**src/pipe_pkg.sv**
```systemverilog
package pipe_pkg;

    typedef logic [31:0] word_t;
    typedef logic [4:0]  reg_addr_t;
    typedef logic [3:0]  alu_op_t;
    typedef logic [2:0]  br_kind_t;

    // alu operation codes
    localparam alu_op_t ALU_ADD  = 4'd0;
    localparam alu_op_t ALU_SUB  = 4'd1;
    localparam alu_op_t ALU_SLT  = 4'd2;
    localparam alu_op_t ALU_SLTU = 4'd3;
    localparam alu_op_t ALU_AND  = 4'd4;
    localparam alu_op_t ALU_OR   = 4'd5;
    localparam alu_op_t ALU_XOR  = 4'd6;
    localparam alu_op_t ALU_SLL  = 4'd7;
    localparam alu_op_t ALU_SRL  = 4'd8;
    localparam alu_op_t ALU_SRA  = 4'd9;
    localparam alu_op_t ALU_LUI  = 4'd10; // passes src2

    // branch kinds
    localparam br_kind_t BR_NONE = 3'd0;
    localparam br_kind_t BR_BEQ  = 3'd1;
    localparam br_kind_t BR_BNE  = 3'd2;
    localparam br_kind_t BR_BLT  = 3'd3;
    localparam br_kind_t BR_BGE  = 3'd4;
    localparam br_kind_t BR_B    = 3'd5;
    localparam br_kind_t BR_JIRL = 3'd6; // target from rj

    // memory access progress in the execute stage
    typedef enum logic [1:0] {
        ST_IDLE,
        ST_BUS,
        ST_DONE
    } exm_state_t;

endpackage

```
**src/alu.sv**
```systemverilog
`timescale 1ns/1ns

module alu (
    input  pipe_pkg::alu_op_t alu_op,
    input  pipe_pkg::word_t   src1,
    input  pipe_pkg::word_t   src2,
    output pipe_pkg::word_t   alu_result,
    output logic              zero,
    output logic              less,
    input  logic              is_unsigned
);

    logic       slt;
    logic       sltu;
    logic [4:0] shamt;

    assign slt   = $signed(src1) < $signed(src2);
    assign sltu  = src1 < src2;
    assign shamt = src2[4:0]; // low 5 bits only

    always_comb begin
        case (alu_op)
            pipe_pkg::ALU_ADD: begin
                alu_result = src1 + src2;
            end
            pipe_pkg::ALU_SUB: begin
                alu_result = src1 - src2;
            end
            pipe_pkg::ALU_SLT: begin
                alu_result = {31'b0, slt};
            end
            pipe_pkg::ALU_SLTU: begin
                alu_result = {31'b0, sltu};
            end
            pipe_pkg::ALU_AND: begin
                alu_result = src1 & src2;
            end
            pipe_pkg::ALU_OR: begin
                alu_result = src1 | src2;
            end
            pipe_pkg::ALU_XOR: begin
                alu_result = src1 ^ src2;
            end
            pipe_pkg::ALU_SLL: begin
                alu_result = src1 << shamt;
            end
            pipe_pkg::ALU_SRL: begin
                alu_result = src1 >> shamt;
            end
            pipe_pkg::ALU_SRA: begin
                alu_result = $signed(src1) >>> shamt;
            end
            pipe_pkg::ALU_LUI: begin
                alu_result = src2;
            end
            default: begin
                alu_result = '0;
            end
        endcase
    end

    // flags feed the branch unit
    assign zero = src1 == src2;
    assign less = is_unsigned ? sltu : slt;

endmodule

```
**src/branch_unit.sv**
```systemverilog
`timescale 1ns/1ns

module branch_unit (
    input  logic               first_cycle,
    input  pipe_pkg::br_kind_t br_kind,
    input  logic               zero,
    input  logic               less,
    input  pipe_pkg::word_t    pc,
    input  pipe_pkg::word_t    rj_value,
    input  pipe_pkg::word_t    imm,
    output logic               br_taken,
    output pipe_pkg::word_t    br_target,
    output logic               flush_if,
    output logic               flush_id
);

    logic            cond;
    pipe_pkg::word_t target;

    always_comb begin
        case (br_kind)
            pipe_pkg::BR_BEQ:  cond = zero;
            pipe_pkg::BR_BNE:  cond = !zero;
            pipe_pkg::BR_BLT:  cond = less;
            pipe_pkg::BR_BGE:  cond = !less;
            pipe_pkg::BR_B:    cond = 1'b1;
            pipe_pkg::BR_JIRL: cond = 1'b1;
            default:           cond = 1'b0;
        endcase
    end

    assign target = (br_kind == pipe_pkg::BR_JIRL) ? rj_value + imm : pc + imm;

    // only the first cycle in the stage reports the branch
    assign br_taken  = first_cycle && cond;
    assign br_target = br_taken ? target : '0;

    // fetch and decode always follow the fall-through path
    assign flush_if = br_taken;
    assign flush_id = br_taken;

endmodule

```
**src/exm_stage.sv**
```systemverilog
`timescale 1ns/1ns

module exm_stage (
    input  logic                clk,
    input  logic                reset,
    input  logic                ds_valid,
    output logic                es_allowin,
    input  pipe_pkg::word_t     pc,
    input  pipe_pkg::alu_op_t   alu_op,
    input  pipe_pkg::br_kind_t  br_kind,
    input  logic                is_unsigned,
    input  pipe_pkg::reg_addr_t rj,
    input  pipe_pkg::reg_addr_t rk,
    input  pipe_pkg::word_t     rj_value,
    input  pipe_pkg::word_t     rk_value,
    input  pipe_pkg::word_t     imm,
    input  logic                src1_is_pc,
    input  logic                src2_is_imm,
    input  logic                src2_is_4,
    input  logic                rd_we_in,
    input  pipe_pkg::reg_addr_t rd_in,
    input  logic                mem_rd,
    input  logic                mem_wr,
    input  logic                fwd1_valid,
    input  pipe_pkg::reg_addr_t fwd1_rd,
    input  pipe_pkg::word_t     fwd1_value,
    input  logic                fwd2_valid,
    input  pipe_pkg::reg_addr_t fwd2_rd,
    input  pipe_pkg::word_t     fwd2_value,
    input  logic                ws_allowin,
    output logic                es_valid_out,
    output logic                rd_we,
    output pipe_pkg::reg_addr_t rd,
    output pipe_pkg::word_t     result,
    output pipe_pkg::word_t     pc_out,
    output logic                fwd_out_valid,
    output pipe_pkg::reg_addr_t fwd_out_rd,
    output pipe_pkg::word_t     fwd_out_value,
    output logic                br_taken,
    output pipe_pkg::word_t     br_target,
    output logic                flush_if,
    output logic                flush_id,
    output logic                wb_cyc,
    output logic                wb_stb,
    output logic                wb_we,
    output pipe_pkg::word_t     wb_adr,
    output pipe_pkg::word_t     wb_dat_w,
    output logic [3:0]          wb_sel,
    input  logic                wb_ack,
    input  pipe_pkg::word_t     wb_dat_r
);

    logic                 es_valid;
    logic                 es_ready_go;
    logic                 accept;
    logic                 leave;
    logic                 first_cycle;
    logic                 is_mem;
    pipe_pkg::exm_state_t state;

    pipe_pkg::word_t     rj_fwd, rk_fwd;
    pipe_pkg::word_t     pc_r, rj_r, rk_r, imm_r, load_data;
    pipe_pkg::alu_op_t   alu_op_r;
    pipe_pkg::br_kind_t  br_kind_r;
    pipe_pkg::reg_addr_t rd_r;
    logic                is_unsigned_r, src1_is_pc_r, src2_is_imm_r, src2_is_4_r;
    logic                rd_we_r, mem_rd_r, mem_wr_r;

    pipe_pkg::word_t src1, src2, alu_result;
    logic            zero, less;

    // port 1 wins, r0 never forwarded
    assign rj_fwd = (rj != '0 && fwd1_valid && fwd1_rd == rj) ? fwd1_value :
                    (rj != '0 && fwd2_valid && fwd2_rd == rj) ? fwd2_value : rj_value;
    assign rk_fwd = (rk != '0 && fwd1_valid && fwd1_rd == rk) ? fwd1_value :
                    (rk != '0 && fwd2_valid && fwd2_rd == rk) ? fwd2_value : rk_value;

    assign is_mem       = mem_rd_r || mem_wr_r;
    assign es_ready_go  = !is_mem || state == pipe_pkg::ST_DONE;
    assign es_allowin   = !es_valid || (es_ready_go && ws_allowin);
    assign es_valid_out = es_valid && es_ready_go;
    assign accept       = ds_valid && es_allowin;
    assign leave        = es_valid_out && ws_allowin;

    always_ff @(posedge clk) begin
        if (reset) begin
            es_valid    <= 1'b0;
            first_cycle <= 1'b0;
        end else begin
            if (es_allowin) begin
                es_valid <= ds_valid;
            end
            first_cycle <= accept;
        end
    end

    always_ff @(posedge clk) begin
        if (accept) begin
            pc_r          <= pc;
            alu_op_r      <= alu_op;
            br_kind_r     <= br_kind;
            is_unsigned_r <= is_unsigned;
            rj_r          <= rj_fwd;
            rk_r          <= rk_fwd;
            imm_r         <= imm;
            src1_is_pc_r  <= src1_is_pc;
            src2_is_imm_r <= src2_is_imm;
            src2_is_4_r   <= src2_is_4;
            rd_we_r       <= rd_we_in && !mem_wr; // stores never write back
            rd_r          <= rd_in;
            mem_rd_r      <= mem_rd;
            mem_wr_r      <= mem_wr;
        end
        if (state == pipe_pkg::ST_BUS && wb_ack) begin
            load_data <= wb_dat_r;
        end
    end

    always_ff @(posedge clk) begin
        if (reset) begin
            state <= pipe_pkg::ST_IDLE;
        end else begin
            case (state)
                pipe_pkg::ST_IDLE: begin
                    if (accept && (mem_rd || mem_wr)) state <= pipe_pkg::ST_BUS;
                end
                pipe_pkg::ST_BUS: begin
                    if (wb_ack) state <= pipe_pkg::ST_DONE;
                end
                pipe_pkg::ST_DONE: begin
                    if (leave) begin
                        state <= (accept && (mem_rd || mem_wr)) ? pipe_pkg::ST_BUS
                                                                : pipe_pkg::ST_IDLE;
                    end
                end
                default: state <= pipe_pkg::ST_IDLE;
            endcase
        end
    end

    assign src1 = src1_is_pc_r ? pc_r : rj_r;
    assign src2 = src2_is_imm_r ? imm_r : src2_is_4_r ? 32'd4 : rk_r;

    alu u_alu (
        .alu_op      (alu_op_r),
        .src1        (src1),
        .src2        (src2),
        .alu_result  (alu_result),
        .zero        (zero),
        .less        (less),
        .is_unsigned (is_unsigned_r)
    );

    branch_unit u_branch (
        .first_cycle (first_cycle && es_valid),
        .br_kind     (br_kind_r),
        .zero        (zero),
        .less        (less),
        .pc          (pc_r),
        .rj_value    (rj_r),
        .imm         (imm_r),
        .br_taken    (br_taken),
        .br_target   (br_target),
        .flush_if    (flush_if),
        .flush_id    (flush_id)
    );

    assign wb_cyc   = state == pipe_pkg::ST_BUS;
    assign wb_stb   = state == pipe_pkg::ST_BUS;
    assign wb_we    = mem_wr_r;
    assign wb_adr   = rj_r + imm_r;
    assign wb_dat_w = rk_r;
    assign wb_sel   = 4'hf; // word accesses only

    assign rd_we  = rd_we_r;
    assign rd     = rd_r;
    assign result = mem_rd_r ? load_data : alu_result;
    assign pc_out = pc_r;

    // a load forwards only once its data is back
    assign fwd_out_valid = es_valid && es_ready_go && rd_we_r;
    assign fwd_out_rd    = rd_r;
    assign fwd_out_value = result;

endmodule

```
**config.mk**
```make
export PLATFORM = sky130hd
export DESIGN_NAME = exm_stage
export DESIGN_NICKNAME = d
export VERILOG_FILES = /design/src/pipe_pkg.sv /design/src/alu.sv /design/src/branch_unit.sv /design/src/exm_stage.sv
export SDC_FILE = /design/constraint.sdc
export NUM_CORES = 1
export LEC_CHECK = 0
export ABC_AREA = 1
export BUFFER_PORTS_ARGS = -buffer_cell sky130_fd_sc_hd__buf_4
export CAP_MARGIN = 25
export CORE_MARGIN = 3
export CORE_UTILIZATION = 50
export DETAILED_ROUTE_END_ITERATION = 10
export PLACE_DENSITY = 0.74
export SLEW_MARGIN = 20
export SYNTH_ARGS = -nofsm -noshare
export SYNTH_HDL_FRONTEND = slang
export SYNTH_SLANG_ARGS = --single-unit
```
**constraint.sdc**
```tcl
create_clock -name clk -period 25.6 [get_ports clk]
set_input_delay 6.4 -clock clk [delete_from_list [all_inputs] [get_ports clk]]
set_output_delay 6.4 -clock clk [all_outputs]
set_load 0.02 [all_outputs]
```
Yosys cells after proc, flatten, opt, wreduce, memory -nomap -nowiden
Cells that the tools add are included.
- $add $sub $neg: 4
- magnitude comparators: 2
- equal/unequal tests: 26
- shifts and indexed selects: 3
- multiplexer cells: 18
- bitwise operators: 3
- reductions and logical operators: 33
- operators with widths (cell ; count):
    32-bit one-hot mux with 11 select lines ; 1
    32-bit two-way mux ; 10
    32-bit adder ; 3
    32-bit < comparator ; 2
    32-bit bitwise AND ; 1
    32-bit equality test ; 1
    32-bit OR ; 1
    32-bit by 5-bit << shifter with 32-bit output ; 1
    32-bit by 5-bit right shift with 32-bit output ; 1
    32-bit by 5-bit >>> shifter with 32-bit output ; 1
    32-bit subtractor ; 1
    32-bit bitwise XOR ; 1
    5-bit equality test ; 4
    1-bit logical AND ; 18
    4-bit by 3-bit equality test with 1-bit output (second input constant) ; 4
    4-bit equality test (second input constant) ; 3
    5-bit nonzero test ; 2
    3-bit equality test (second input constant) ; 3
    4-bit by 2-bit equality test with 1-bit output (second input constant) ; 2
    3-bit by 2-bit equality test with 1-bit output (second input constant) ; 2
    2-bit two-way mux ; 3
    2-bit one-hot mux with 3 select lines ; 1
    1-bit zero test ; 5
    1-bit one-hot mux with 5 select lines ; 1
    12 further kinds ; 17
- register bits: 183
- bits of input ports: 270
- output and inout bits: 216
- word-level logic and storage cells: 107

Longest topological paths before layout
- depth in word-level cells: 10
- gate-level depth with buffers: 28
- depth with buffers taken out: 22

Hierarchy
From an unflattened synthesis, not the netlist that was laid out.
- cell total of the unflattened synthesis: 4175
- area total of the unflattened synthesis: 25122.8 um^2
- by module, submodules not included (module ; instances ; cells an instance ; area each (um^2) ; sequential area each (um^2)):
    exm_stage ; 1 ; 1384 ; 11576.1 ; 5455.2
    alu ; 1 ; 2198 ; 10422.5 ; 0.0
    branch_unit ; 1 ; 593 ; 3124.2 ; 0.0

Least setup slack after synthesis
Ideal clock, no wire load.
- path type: input-to-reg
- start: in ws_allowin
- end: reg state[0]
- library setup time: 0.090 ns
- arrival: 13.502 ns
- required time: 25.510 ns
- setup slack: 12.009 ns
- cell stages on the path: 4
- path buffers: 0
- path through: a21oi_1 -> nor2_1 -> o2111ai_1 -> a21oi_1
- cells in the longest elaborated chain, start to end: 7
- elaborated cells between the ends (all ways): 11
- those cells by class: eq/ne (2); mux (3); reduce/logical (6)
- ends and longest elaborated chain (what ; line ; source):
    start, declared ; exm_stage.sv:30 ; input logic ws_allowin,
    1-bit logical AND (*) ; exm_stage.sv:80 ; assign es_allowin = !es_valid || (es_ready_go && ws_allowin);
    1-bit logical OR (*) ; exm_stage.sv:80 ;
    1-bit logical AND (*) ; exm_stage.sv:82 ; assign accept = ds_valid && es_allowin;
    net accept ; exm_stage.sv:55 ; logic accept;
    1-bit logical AND (*) ; exm_stage.sv:125, exm_stage.sv:132 ;
    1-bit two-way mux ; exm_stage.sv:132 ; state <= (accept && (mem_rd || mem_wr)) ? pipe_pkg::ST_BUS
    2-bit two-way mux ; exm_stage.sv:131 ; if (leave) begin
    2-bit one-hot mux with 3 select lines ; exm_stage.sv:123 ; case (state)
    end signal, assigned ; exm_stage.sv:125 ; if (accept && (mem_rd || mem_wr)) state <= pipe_pkg::ST_BUS;
    end signal, assigned ; exm_stage.sv:128 ; if (wb_ack) state <= pipe_pkg::ST_DONE;
    end signal, assigned ; exm_stage.sv:132 ;
    end, declared ; exm_stage.sv:59 ; pipe_pkg::exm_state_t state;
The timed path passes the listed nets; every way through them passes the cells marked *. The select of a mux whose other input is x is not followed.
A chain may end at the register's enable or synchronous reset.

Worst setup path in the final report
- start: in ws_allowin
- end: out es_allowin
- cells in the longest elaborated chain, start to end: 2
- ends and longest elaborated chain (what ; line ; source):
    1-bit logical AND ; exm_stage.sv:80 ;
    1-bit logical OR ; exm_stage.sv:80 ;
    end, declared ; exm_stage.sv:7 ; output logic es_allowin,
Every way passes these cells.

==> results.tsv <==
stage	metric	value	unit
logic_synthesis	synth-seq-cells	183	
layout	antenna_cells	0	
drt	via_count	27400	
clock_tree	cts_tree	yes	
logic_synthesis	synth_area_leaders	edfxtp_1 (23%), nand2_1 (17%), nand3_1 (11%), ha_1 (8.7%), inv_1 (7.1%)	
setup_path	cp_max_fo	3	
logic_synthesis	synth_cells	3626	
pwr	powerDensity	49.3	nW/um^2
pwr	intPower	709	uW
pwr	vdd_drop_max	0.0443	mV
sta	setup_tns	0	ps
layout	layout-drive-gt1-share	15.8	%
floorplanning	rows	77	
clock_tree	h-tree-depth	4	
global_routing	grt_pass1_wl	154000	um
placement	portBuffers	481	
logic_synthesis	synthDistinctLibCells	58	
logic_synthesis	synth_largest_area_cell	edfxtp_1	
global_routing	first_global_vias	25200	
drt	postRouteAntennaNets	0	
drt	routedWlPerCell	23.3	um
drt	drc	0	
pwr	power_frac_seq	27.7	%
drt	drt_iter0_drc	3511	
logic_synthesis	synthTopCellsByCount	nand2_1 (1013), nand3_1 (521), inv_1 (436)	
sta	final_max_slew_viol_count	0	
logic_synthesis	syn_area_per_cell	6.32	um^2
pwr	p_sw	632	uW
setup_path	critPathKind	input pin to primary output	
clock_tree	cts_root_buf	clkbuf_16	
drt	routed_wl	107000	um
logic_synthesis	ys.flop_type	edfxtp_1	
layout	syn2layout_area_growth	18.6	%
global_routing	grt.overflow.total	0	
clock_tree	cts_sinks	183	
global_routing	grt_start_max_net_pins	79	
floorplanning	ioPinCount	486	
logic_synthesis	synth_top_family_by_area	simple AND/OR/NAND/NOR gates	
floorplanning	coreArea	44700	um^2
drt	drt-pass1-iter-count	6	
logic_synthesis	synth-edff-count	179	
logic_synthesis	seq_area_frac_synth	23.8	%
clock_tree	cts_hold_buf	0	
pwr	clkPwrFrac	20.8	%
sta	skew	15.7	ps
pwr	leakage	13.4	nW
hold_path	hold_end	state[1]	
logic_synthesis	synth_mux_area_share	0.219	%
setup_path	reg2reg_to	imm_r[15]	
clock_tree	ctsResizeCount	0	
outcome	status	completed	
floorplanning	initial_core_util	51.2	%
setup_path	r2r-start	mem_rd_r	
clock_tree	cts_buffers	17	
logic_synthesis	ys_warn_count	0	
floorplanning	fp.dieW	220	um
floorplanning	dieHeight	220	um
hold_path	hold_class	register to register	
global_routing	antenna_found_initial	0	
logic_synthesis	synth_xor_area_share	1.72	%
clock_tree	clock_tree.buffer_depth	2	
hold_path	hold_depth	2	
setup_path	startpoint_type	input pin	
pwr	combPwrFrac	51.5	%
sta	fmax	74.0	MHz
floorplanning	die-area	48400	um^2
setup_path	r2r_slack	22040	ps
drt	vias_per_cell	5.98	
pwr	p_sw_share	47.1	%
logic_synthesis	synthAdderAreaFrac	9.04	%
sta	fin_crit	13510	ps
sta	rsz0062_at_grt	no	
logic_synthesis	async_reset_ff_share	0	%
sta	setup_viol	0	
layout	fin_nets	4415	
logic_synthesis	yosysMostFrequentCell	nand2_1	
logic_synthesis	netlist_area	22900	um^2
sta	hold_viol	0	
clock_tree	clkTransAtPathRegs	70	ps
setup_path	endpoint_kind	primary output	
sta	slew-limit-headroom	27.1	%
global_routing	track_usage	42.9	%
sta	worst_pin_slew	1090	ps
placement	gp_congestion	1.09	
setup_path	critPathArrivalTime	7110	ps
hold_path	holdCritStartpoint	state[1]	
clock_tree	insertion_delay	500	ps
sta	hold_slack	548	ps
logic_synthesis	synth_compound_area_share	17.5	%
setup_path	critPathRequiredTime	19200	ps
logic_synthesis	synth_top_cell_area_share	23.5	%
logic_synthesis	yosys.area_share.simple	36.0	%
clock_tree	cts_setup_buffers	0	
placement	dp_hpwl	87400	um
setup_path	rr_worst_depth	6	
job	cap_violations	0	
sta	post-route-period-util	52.8	%
-- sequential cells by signal, indices dropped and copies added, names as in the netlist, 2 cells and up --
signal	flops
wb_dat_w	32
alu_op_r	4
pc_out	32
br_kind_r	3
state	2
rj_r	32
imm_r	32
load_data	32
fwd_out_rd	5
-- worst max-delay path by stage --
stage          startpoint         end  slack [ps]  depth (start not counted)
2_1_floorplan  ws_allowin    state[0]       12010                          4
3_3_place_gp   ws_allowin  es_allowin       12100                          4
3_5_place_dp   ws_allowin  es_allowin       12100                          4
4_1_cts        ws_allowin  es_allowin       12100                          4
5_1_grt        ws_allowin  es_allowin       12040                          4
6_report       ws_allowin  es_allowin       12090                          4
-- cell type report --
type / instances / area (um^2)
Fill cell: 4426 / 17500
Multi-Input combinational cell: 2812 / 14800
Sequential cell: 183 / 5460
Timing Repair Buffer: 515 / 3870
Inverter: 453 / 1700
Tap cell: 592 / 741
Clock buffer: 17 / 425
Clock inverter: 15 / 185
-- stage by stage --
step | setup WS, ps | total power [mW] | cells | util (%) | cell area, um^2
2_1_floorplan | 12010 | 0.793 | 3629 | - | 22900
3_3_place_gp | 12100 | 1.04 | 4554 | 59.4 | 26500
3_5_place_dp | 12100 | 1.04 | 4554 | 59.4 | 26500
4_1_cts | 12100 | 1.32 | 4586 | 60.8 | 27200
5_1_grt | 12040 | 1.40 | 4587 | 60.8 | 27200
6_report | 12090 | 1.34 | 4587 | 60.8 | 27200
-- power groups by stage --
stage          sequential [mW]  combinational [mW]  clock [mW]
2_1_floorplan            0.379               0.414           0
3_3_place_gp             0.377               0.663           0
3_5_place_dp             0.377               0.664           0
4_1_cts                  0.370               0.667       0.282
5_1_grt                  0.372               0.739       0.293
6_report                 0.371               0.690       0.279
-- metal layers --
layer	global-route usage, %	up-vias	routed length, um
met1	52.6	12600	39200
met5	0	-	0
met2	68.1	1684	48000
met3	9.28	305	11300
li1	-	12900	-
met4	28.1	0	8360
-- cells in the final DEF (no fill, tap or decap), types with 10 or more instances in the layout --
cell       count
a21o_1        10
a21oi_1      192
edfxtp_1     179
inv_1        436
nand2_2       12
nand4_1       26
nand2_1     1011
o21ai_0      197
a211oi_1      10
nand3_1      521
xor2_1        31
o21a_1        29
clkbuf_16     17
buf_4        514
o211ai_1      78
ha_1         159
nor3_1        34
a22oi_1       23
o22ai_1       25
nor2_1       263
inv_2         15
xnor2_1       14
o21bai_1      20
o21ai_1       30
nor2_2        33
-- cells by family (layout without fill, tap and decap cells) --
group / Yosys count / count (layout)
compound gates: 665 / 665
xor+xnor: 45 / 45
fa+ha+maj: 163 / 163
buf+inv: 634 / 1000
flops: 183 / 183
mux: 5 / 5
other cells: 1 / 4
simple gates: 1930 / 1930
-- worst max-delay path, stage by stage --
cell     delay (ps)
buf_4           110
a21oi_1         320
inv_1           110
buf_4           170
(Power assumes the default switching activity.)
